[src/mem_init.hex]
// one 32-bit word per line, line i holds memory word i
A5000000
A5000001
A5000002
A5000003
A5000004
A5000005
A5000006
A5000007
A5000008
A5000009
A500000A
A500000B
A500000C
A500000D
A500000E
A500000F

[src/bus_pkg.sv]
package bus_pkg;

    // word bus geometry
    localparam int data_width = 32;   // address and data
    localparam int sel_width  = 4;    // byte lanes per word

    // only full-word accesses are supported
    localparam logic [sel_width-1:0] sel_all = '1;

    // kind of access latched by the bridge
    typedef enum logic [1:0] {
        cmd_none  = 2'b00,
        cmd_read  = 2'b01,
        cmd_write = 2'b10
    } bus_cmd_t;

    // byte offset bits below the word index
    localparam int byte_off_width = $clog2(sel_width);

endpackage

[src/mem_req_pkg.sv]
package mem_req_pkg;

    // request unit controller states
    typedef enum logic [1:0] {
        idle       = 2'b00,
        mem_write  = 2'b01,
        mem_read   = 2'b10,
        instr_read = 2'b11
    } req_state_t;

    // default memory geometry
    localparam int mem_depth_default   = 16;  // words
    localparam int mem_latency_default = 3;   // read cycles after enable

endpackage

[src/bus_if.sv]
`timescale 1ns/100ps

// one single-word access between request unit and bridge
interface bus_if import bus_pkg::*; ();

    logic                  read;   // one-cycle strobe
    logic                  write;  // one-cycle strobe
    logic [data_width-1:0] adr;    // byte address, registered
    logic [data_width-1:0] dat_w;  // write data, registered
    logic [sel_width-1:0]  sel;    // byte lanes
    logic [data_width-1:0] dat_r;  // returned word
    logic                  busy;   // access in progress

    // request side
    modport producer (
        output read, write, adr, dat_w, sel,
        input  dat_r, busy
    );

    // bridge side
    modport buffer (
        input  read, write, adr, dat_w, sel,
        output dat_r, busy
    );

endinterface

[src/request_unit.sv]
`timescale 1ns/100ps

module request_unit import bus_pkg::*; import mem_req_pkg::*; (
    input  logic                  clk,
    input  logic                  rst,
    // cpu side
    input  logic                  memread_i,
    input  logic                  memwrite_i,
    input  logic [data_width-1:0] data_to_write_i,
    input  logic [data_width-1:0] instruction_address_i,  // pc
    input  logic [data_width-1:0] data_address_i,         // alu result
    output logic [data_width-1:0] instruction_o,
    output logic [data_width-1:0] data_read_o,
    output logic                  i_hit_o,
    output logic                  d_hit_o,
    // bus side
    bus_if.producer               bus
);

    req_state_t            state;
    req_state_t            next_state;
    logic [data_width-1:0] req_adr;   // address for the access being issued
    logic                  done;      // bridge released this cycle

    assign done = (state != idle) && !bus.busy;

    // fixed priority: store, load, fetch
    always_comb begin
        next_state = state;
        bus.read   = 1'b0;
        bus.write  = 1'b0;
        req_adr    = data_address_i;
        case (state)
            idle: begin
                if (memwrite_i && !d_hit_o) begin
                    bus.write  = 1'b1;
                    next_state = mem_write;
                end else if (memread_i && !d_hit_o) begin
                    bus.read   = 1'b1;
                    next_state = mem_read;
                end else if (!i_hit_o && !d_hit_o) begin
                    // fetch waits out the data hit cycle so a held load goes first
                    bus.read   = 1'b1;
                    req_adr    = instruction_address_i;
                    next_state = instr_read;
                end
            end
            default: begin
                if (!bus.busy) begin
                    next_state = idle;  // back to idle with the hit
                end
            end
        endcase
    end

    // controller and cpu results
    always_ff @(posedge clk, posedge rst) begin
        if (rst) begin
            state         <= idle;
            i_hit_o       <= 1'b0;
            d_hit_o       <= 1'b0;
            instruction_o <= '0;
            data_read_o   <= '0;
        end else begin
            state   <= next_state;
            i_hit_o <= done && (state == instr_read);
            d_hit_o <= done && (state == mem_read || state == mem_write);
            if (done && state == instr_read) begin
                instruction_o <= bus.dat_r;
            end
            if (done && state == mem_read) begin
                data_read_o <= bus.dat_r;
            end
        end
    end

    // address and data held until busy falls
    always_ff @(posedge clk) begin
        if (bus.read || bus.write) begin
            bus.adr   <= req_adr;
            bus.dat_w <= data_to_write_i;
            bus.sel   <= sel_all;  // full words only
        end
    end

    // one strobe kind at a time
    a_one_strobe : assert property (
        @(posedge clk) disable iff (rst)
        !(bus.read && bus.write)
    ) else $error("read and write strobes high together");

    // bridge must be free when a strobe is raised
    a_strobe_not_busy : assert property (
        @(posedge clk) disable iff (rst)
        (bus.read || bus.write) |-> !bus.busy
    ) else $error("strobe raised while bridge busy");

endmodule

[src/bus_bridge.sv]
`timescale 1ns/100ps

module bus_bridge import bus_pkg::*; #(
    parameter  int MEM_DEPTH   = mem_req_pkg::mem_depth_default,
    parameter  int MEM_LATENCY = mem_req_pkg::mem_latency_default,
    localparam int ADDR_W      = (MEM_DEPTH > 1) ? $clog2(MEM_DEPTH) : 1
) (
    input  logic                  clk,
    input  logic                  rst,
    bus_if.buffer                 bus,
    // memory side
    output logic                  mem_en_o,
    output logic                  mem_we_o,
    output logic [ADDR_W-1:0]     mem_addr_o,
    output logic [data_width-1:0] mem_wdata_o,
    input  logic [data_width-1:0] mem_rdata_i,
    input  logic                  mem_rvalid_i
);

    bus_cmd_t              cmd_q;     // latched access kind
    logic                  issue_q;   // enable goes out the cycle after the strobe
    logic [data_width-1:0] dat_r_q;   // last returned word
    logic                  pending;

    assign pending = (cmd_q != cmd_none);

    always_ff @(posedge clk, posedge rst) begin
        if (rst) begin
            cmd_q   <= cmd_none;
            issue_q <= 1'b0;
        end else begin
            issue_q <= bus.read || bus.write;
            if (bus.write) begin
                cmd_q <= cmd_write;
            end else if (bus.read) begin
                cmd_q <= cmd_read;
            end else if (mem_rvalid_i) begin
                cmd_q <= cmd_none;  // access complete
            end
        end
    end

    always_ff @(posedge clk) begin
        if (mem_rvalid_i) begin
            dat_r_q <= mem_rdata_i;
        end
    end

    // busy drops in the rvalid cycle so the producer can register the word there
    assign bus.busy  = pending && !mem_rvalid_i;
    assign bus.dat_r = mem_rvalid_i ? mem_rdata_i : dat_r_q;

    // adr and dat_w are valid from the cycle after the strobe
    assign mem_en_o    = issue_q;
    assign mem_we_o    = issue_q && (cmd_q == cmd_write) && (bus.sel == sel_all);
    assign mem_addr_o  = bus.adr[byte_off_width +: ADDR_W];  // word index
    assign mem_wdata_o = bus.dat_w;

    // release only after the memory answered
    a_busy_after_rvalid : assert property (
        @(posedge clk) disable iff (rst)
        $fell(pending) |-> $past(mem_rvalid_i)
    ) else $error("busy released without rvalid");

    a_no_stray_rvalid : assert property (
        @(posedge clk) disable iff (rst)
        mem_rvalid_i |-> pending
    ) else $error("rvalid with no pending command");

    // memory answers at its fixed latency
    a_mem_latency : assert property (
        @(posedge clk) disable iff (rst)
        mem_en_o |-> ##MEM_LATENCY mem_rvalid_i
    ) else $error("memory response latency mismatch");

endmodule

[src/word_sram.sv]
`timescale 1ns/100ps

module word_sram import bus_pkg::*; import mem_req_pkg::*; #(
    parameter  int MEM_DEPTH   = mem_depth_default,
    parameter  int MEM_LATENCY = mem_latency_default,
    parameter      INIT_FILE   = "/design/src/mem_init.hex",
    localparam int ADDR_W      = (MEM_DEPTH > 1) ? $clog2(MEM_DEPTH) : 1
) (
    input  logic                  clk,
    input  logic                  rst,
    input  logic                  en_i,
    input  logic                  we_i,
    input  logic [ADDR_W-1:0]     addr_i,
    input  logic [data_width-1:0] wdata_i,
    output logic [data_width-1:0] rdata_o,
    output logic                  rvalid_o
);

    logic [data_width-1:0] mem [MEM_DEPTH];
    logic [MEM_LATENCY-1:0] valid_q;               // one bit per stage
    logic [data_width-1:0]  data_q [MEM_LATENCY];

    initial begin
        $readmemh(INIT_FILE, mem);
    end

    // write lands at the enable; a write returns the stored word
    always_ff @(posedge clk) begin
        if (en_i && we_i) begin
            mem[addr_i] <= wdata_i;
        end
        data_q[0] <= we_i ? wdata_i : mem[addr_i];
        for (int i = 1; i < MEM_LATENCY; i++) begin
            data_q[i] <= data_q[i-1];
        end
    end

    always_ff @(posedge clk, posedge rst) begin
        if (rst) begin
            valid_q <= '0;
        end else begin
            valid_q[0] <= en_i;
            for (int i = 1; i < MEM_LATENCY; i++) begin
                valid_q[i] <= valid_q[i-1];
            end
        end
    end

    assign rdata_o  = data_q[MEM_LATENCY-1];
    assign rvalid_o = valid_q[MEM_LATENCY-1];

endmodule

[src/mem_subsys_top.sv]
`timescale 1ns/100ps

module mem_subsys_top import bus_pkg::*; #(
    parameter  int MEM_DEPTH   = mem_req_pkg::mem_depth_default,
    parameter  int MEM_LATENCY = mem_req_pkg::mem_latency_default,
    localparam int ADDR_W      = (MEM_DEPTH > 1) ? $clog2(MEM_DEPTH) : 1
) (
    input  logic                  clk,
    input  logic                  rst,
    input  logic                  memread_i,
    input  logic                  memwrite_i,
    input  logic [data_width-1:0] data_to_write_i,
    input  logic [data_width-1:0] instruction_address_i,
    input  logic [data_width-1:0] data_address_i,
    output logic [data_width-1:0] instruction_o,
    output logic [data_width-1:0] data_read_o,
    output logic                  i_hit_o,
    output logic                  d_hit_o
);

    // memory port between bridge and sram
    logic                  mem_en;
    logic                  mem_we;
    logic [ADDR_W-1:0]     mem_addr;
    logic [data_width-1:0] mem_wdata;
    logic [data_width-1:0] mem_rdata;
    logic                  mem_rvalid;

    bus_if bus ();

    request_unit u_request_unit (
        .clk                   (clk),
        .rst                   (rst),
        .memread_i             (memread_i),
        .memwrite_i            (memwrite_i),
        .data_to_write_i       (data_to_write_i),
        .instruction_address_i (instruction_address_i),
        .data_address_i        (data_address_i),
        .instruction_o         (instruction_o),
        .data_read_o           (data_read_o),
        .i_hit_o               (i_hit_o),
        .d_hit_o               (d_hit_o),
        .bus                   (bus.producer)
    );

    bus_bridge #(
        .MEM_DEPTH   (MEM_DEPTH),
        .MEM_LATENCY (MEM_LATENCY)
    ) u_bus_bridge (
        .clk          (clk),
        .rst          (rst),
        .bus          (bus.buffer),
        .mem_en_o     (mem_en),
        .mem_we_o     (mem_we),
        .mem_addr_o   (mem_addr),
        .mem_wdata_o  (mem_wdata),
        .mem_rdata_i  (mem_rdata),
        .mem_rvalid_i (mem_rvalid)
    );

    word_sram #(
        .MEM_DEPTH   (MEM_DEPTH),
        .MEM_LATENCY (MEM_LATENCY)
    ) u_word_sram (
        .clk      (clk),
        .rst      (rst),
        .en_i     (mem_en),
        .we_i     (mem_we),
        .addr_i   (mem_addr),
        .wdata_i  (mem_wdata),
        .rdata_o  (mem_rdata),
        .rvalid_o (mem_rvalid)
    );

endmodule

[config.mk]
export PLATFORM = sky130hd
export DESIGN_NAME = mem_subsys_top
export DESIGN_NICKNAME = d
export VERILOG_FILES = /design/src/bus_pkg.sv /design/src/mem_req_pkg.sv /design/src/bus_if.sv /design/src/request_unit.sv /design/src/bus_bridge.sv /design/src/word_sram.sv /design/src/mem_subsys_top.sv
export SDC_FILE = /design/constraint.sdc
export NUM_CORES = 1
export LEC_CHECK = 0
export BUFFER_PORTS_ARGS = -buffer_cell sky130_fd_sc_hd__buf_2
export CORE_UTILIZATION = 40
export CTS_BUF_LIST = sky130_fd_sc_hd__clkbuf_4
export DETAILED_ROUTE_END_ITERATION = 10
export GPL_TIMING_DRIVEN = 0
export PLACE_DENSITY_LB_ADDON = 0.15
export SLEW_MARGIN = 0
export SYNTH_ARGS = -nofsm -noshare
export SYNTH_HDL_FRONTEND = slang
export SYNTH_SLANG_ARGS = --single-unit
export TNS_END_PERCENT = 100
[constraint.sdc]
create_clock -name clk -period 3.8 [get_ports clk]
set_clock_uncertainty 0.2 [all_clocks]
set_input_delay 0.95 -clock clk [delete_from_list [all_inputs] [get_ports clk]]
set_output_delay 0.95 -clock clk [all_outputs]
set_load 0.05 [all_outputs]
==> results.sh <==
export IMPL_initial_cell_density_of_the_core_pct=40.57
export IMPL_max_slew_margin_pct=36.04
export IMPL_die_height_um=260.9
export IMPL_root_buffer="sky130_fd_sc_hd__clkbuf_4"
export IMPL_ctsLongestPathBuffers=3
export IMPL_timing_critical_path_fanout_max=14
export IMPL_final_layout_size_suffix_gt1_share_pct=40.94
export IMPL_async_reset_ff_share_pct=9.814
export IMPL_min_period_over_period_pct=88.05
export IMPL_clk_insertion_delay_late_ps=1010
export IMPL_total_power_mw=15.95
export IMPL_leakage_nw=11.85
export IMPL_worstSetupPathDepth=5
export IMPL_globalRouteTotalUtil_pct=18.08
export IMPL_worst_path_largest_cell_delay_ps=870
export IMPL_finalSetupTns_ps=0
export IMPL_hold_depth=0
export IMPL_fill_cells=5640
export IMPL_irDropWorstVdd_mv=0.1925
export IMPL_routedWlPerCell_um=22.07
export IMPL_synthesis_instances=1307
export IMPL_synthesis_area_per_instance_um2=20.52
export IMPL_worst_endpoint_arrival_ps=3790
export IMPL_critPathTopFamily="simple AND/OR/NAND/NOR gates"
export IMPL_initialDrtViolationCount=1018
export IMPL_clock_fmax_mhz=298.9
export IMPL_grt_max_degree=65
export IMPL_gpl_final_weighted_congestion=0.7193
export IMPL_layout_nets=1778
export IMPL_clk_pin_slew_worst_paths_ps=60
export IMPL_ys_seq_area_share_pct=78.13
export IMPL_max_cap_violations=0
export IMPL_cts_made_buffers=193
export IMPL_cts_sink_count=754
export IMPL_count_of_different_cell_masters_after_synthesis=36
export IMPL_timing_final_ws_setup_ps=454.0
export IMPL_placed_area_mm2=0.02909
export IMPL_most_common_layout_cells="548 x sky130_fd_sc_hd__edfxtp_1, 325 x sky130_fd_sc_hd__clkbuf_4, 135 x sky130_fd_sc_hd__mux2_2, 132 x sky130_fd_sc_hd__dfxtp_1, 126 x sky130_fd_sc_hd__buf_2"
export IMPL_outcome="complete, but fails checks"
export IMPL_ys_flop_type="sky130_fd_sc_hd__edfxtp_1"
export IMPL_hold_slack_ps=74.10
export IMPL_total_core_area_mm2=0.06610
export IMPL_cts_tree="done"
export IMPL_fp_row_count=94
export IMPL_remaining_drc_errors=30
export IMPL_via_count=13650
export IMPL_ctsHtreeMaxLevel=4
export IMPL_grt_overflow=0
export IMPL_syn_nets=1410
export IMPL_finalMaxSlewViolations=0
export IMPL_timing_worst_setup_path_type="flip-flop to flip-flop"
export IMPL_holdCritStartpoint="u_word_sram.data_q[0][51]"
export IMPL_r2r_end="u_word_sram.mem[4][20]"
export IMPL_tightest_slew_ps=959.4
export IMPL_io_pin_count=166
export IMPL_place_worst_setup_slack_ps=481.2
export IMPL_finalHoldViolCount=0
export IMPL_die_area_mm2=0.06808
export IMPL_min_delay_path_class="flip-flop to flip-flop"
export IMPL_whs_endpoint="u_word_sram.data_q[0][83]"
export IMPL_drt_antenna_violating_nets=0
export IMPL_floorplan_die_width_um=260.9
export IMPL_routed_wirelength_um=59560
export IMPL_post_route_cell_area_mm2=0.03213
export IMPL_rrSetupSlack_ps=450
export IMPL_grt_antenna_before_repair=4
export IMPL_crit_path_end_kind="flip-flop"
export IMPL_crit_path_cell_trace="and3b_1 -> clkbuf_1 -> nand3b_1 -> nor3_4 -> buf_16"
export IMPL_failing_checks="design-rule violations"
export IMPL_powerDensity_mw_per_mm2=496.6
export IMPL_dr_pass1_iters=8
export IMPL_rsz_0062_raised_after_global_routing="no"
export IMPL_number_of_global_route_vias_before_repair=14240
export IMPL_i_o_buffers=109
export IMPL_crit_start="u_bus_bridge.cmd_q[0]"
export IMPL_synth_edff_count=548
export IMPL_worst_r2r_startpoint="u_bus_bridge.cmd_q[0]"
export IMPL_critical_path_slowest_cell="sky130_fd_sc_hd__nor3_4"
export IMPL_worstSetupStartpointType="flip-flop"
export IMPL_yosys_warnings=0
export IMPL_vias_per_cell=5.059
export IMPL_grt_first_pass_wirelength_um=88710
export IMPL_areaGrowthSynthToFinish_pct=19.81
export IMPL_ff2ff_path_depth=5
export IMPL_min_period_ps=3346
export IMPL_area_sequential_mm2=0.02095
export IMPL_critical_path_n_buffers_inverters=2
export IMPL_dp_final_hpwl_um=37970
export IMPL_layout_commonest_cell="sky130_fd_sc_hd__edfxtp_1"
export IMPL_timing_final_setup_violations=0
export IMPL_synthesis_area_mm2=0.02682
export IMPL_worst_endpoint_required_ps=4250
export IMPL_yosys_register_bits=754
export IMPL_multiInputGateArea_mm2=0.005635
## metrics by stage
stage | util, % | std cells
after global routing | 48.60 | 2698
after CTS | 48.60 | 2696
after global placement | 43.05 | 2280
after floorplan | - | 1307
final | 48.61 | 2699
after detailed placement | 44.01 | 2303
## timing repair
item | in CTS | in global routing
hold endpoints to repair | 111 | 0
resized for setup | 0 | 0
buffers inserted | 0 | 0
hold buffers | 41 | 0
## state kept, by name (all words and copies together), names as in the netlist, named ones only
name	flops
u_request_unit.d_hit_o	1
u_request_unit.bus.dat_w	32
u_request_unit.i_hit_o	1
u_bus_bridge.cmd_q	2
u_word_sram.data_q	96
u_word_sram.mem	512
u_bus_bridge.mem_en_o	1
u_request_unit.bus.adr	4
u_bus_bridge.dat_r_q	32
u_request_unit.data_read_o	32
u_request_unit.state	2
u_word_sram.valid_q	3
u_request_unit.instruction_o	32
## cell type report
type	instances	area share (%)
tap	864	3.365
clock inverter	28	0.5919
clock buffer	324	7.571
sequential	754	65.21
antenna	3	0.02337
inverter	4	0.05452
buffer	65	1.083
timing repair buffer	173	4.564
multi-input combinational	484	17.54
## routing by layer
metal,share of wire [%],GRT usage [%]
met5,0,0
met4,2.2,7.115
met3,5.4,4.730
met2,47,28.12
met1,45,24.28
## Yosys cell counts (4+ instances only)
| cell type | n | area, µm² |
|---|---|---|
| sky130_fd_sc_hd__o21ai_0 | 55 | 275.3 |
| sky130_fd_sc_hd__clkbuf_1 | 27 | 101.4 |
| sky130_fd_sc_hd__inv_1 | 4 | 15.01 |
| sky130_fd_sc_hd__edfxtp_1 | 548 | 16460 |
| sky130_fd_sc_hd__a22o_1 | 29 | 254.0 |
| sky130_fd_sc_hd__buf_2 | 17 | 85.08 |
| sky130_fd_sc_hd__buf_6 | 5 | 56.30 |
| sky130_fd_sc_hd__mux4_2 | 97 | 2185 |
| sky130_fd_sc_hd__a22oi_1 | 30 | 225.2 |
| sky130_fd_sc_hd__mux2_2 | 135 | 1520 |
| sky130_fd_sc_hd__dfrtp_1 | 74 | 1852 |
| sky130_fd_sc_hd__nor2_1 | 19 | 71.32 |
| sky130_fd_sc_hd__nand2_1 | 10 | 37.54 |
| sky130_fd_sc_hd__nor3_1 | 6 | 30.03 |
| sky130_fd_sc_hd__buf_1 | 9 | 33.78 |
| sky130_fd_sc_hd__nand2b_1 | 6 | 37.54 |
| sky130_fd_sc_hd__buf_4 | 5 | 37.54 |
| sky130_fd_sc_hd__and2_1 | 4 | 25.02 |
| sky130_fd_sc_hd__o21ai_1 | 4 | 20.02 |
| sky130_fd_sc_hd__dfxtp_1 | 132 | 2643 |
| sky130_fd_sc_hd__mux2i_1 | 64 | 640.6 |
## how the worst max path moves through the flow
stage	to
CTS	u_word_sram.mem[4][20]
floorplan	u_word_sram.mem[2][0]
finish	u_word_sram.mem[4][20]
global route	u_word_sram.mem[4][20]
global placement	u_word_sram.mem[2][8]
detailed placement	u_word_sram.mem[4][7]
## logic make-up (layout without fill, tap and decap cells)
logic type                 after synthesis  in the layout  share of synthesized area (%)
AOI/OAI and AO/OA                      129            129                          3.173
muxes                                  296            296                          16.20
buffers and inverters                   69            594                          1.339
other                                    0              3                              0
adders and majority gates                3              3                         0.1400
and+or+nand+nor                         56             56                          1.017
DFF                                    754            754                          78.13
## power breakdown
| group | leakage [nW] | internal, mW | switching, mW | total [mW] |
|---|---|---|---|---|
| combinational | 3.23 | 0.0472 | 0.0312 | 0.0784 |
| clock | 1.58 | 3.96 | 3.20 | 7.15 |
| sequential | 7.04 | 8.72 | 0 | 8.72 |
No activity file was read; power rests on OpenSTA's default activity.
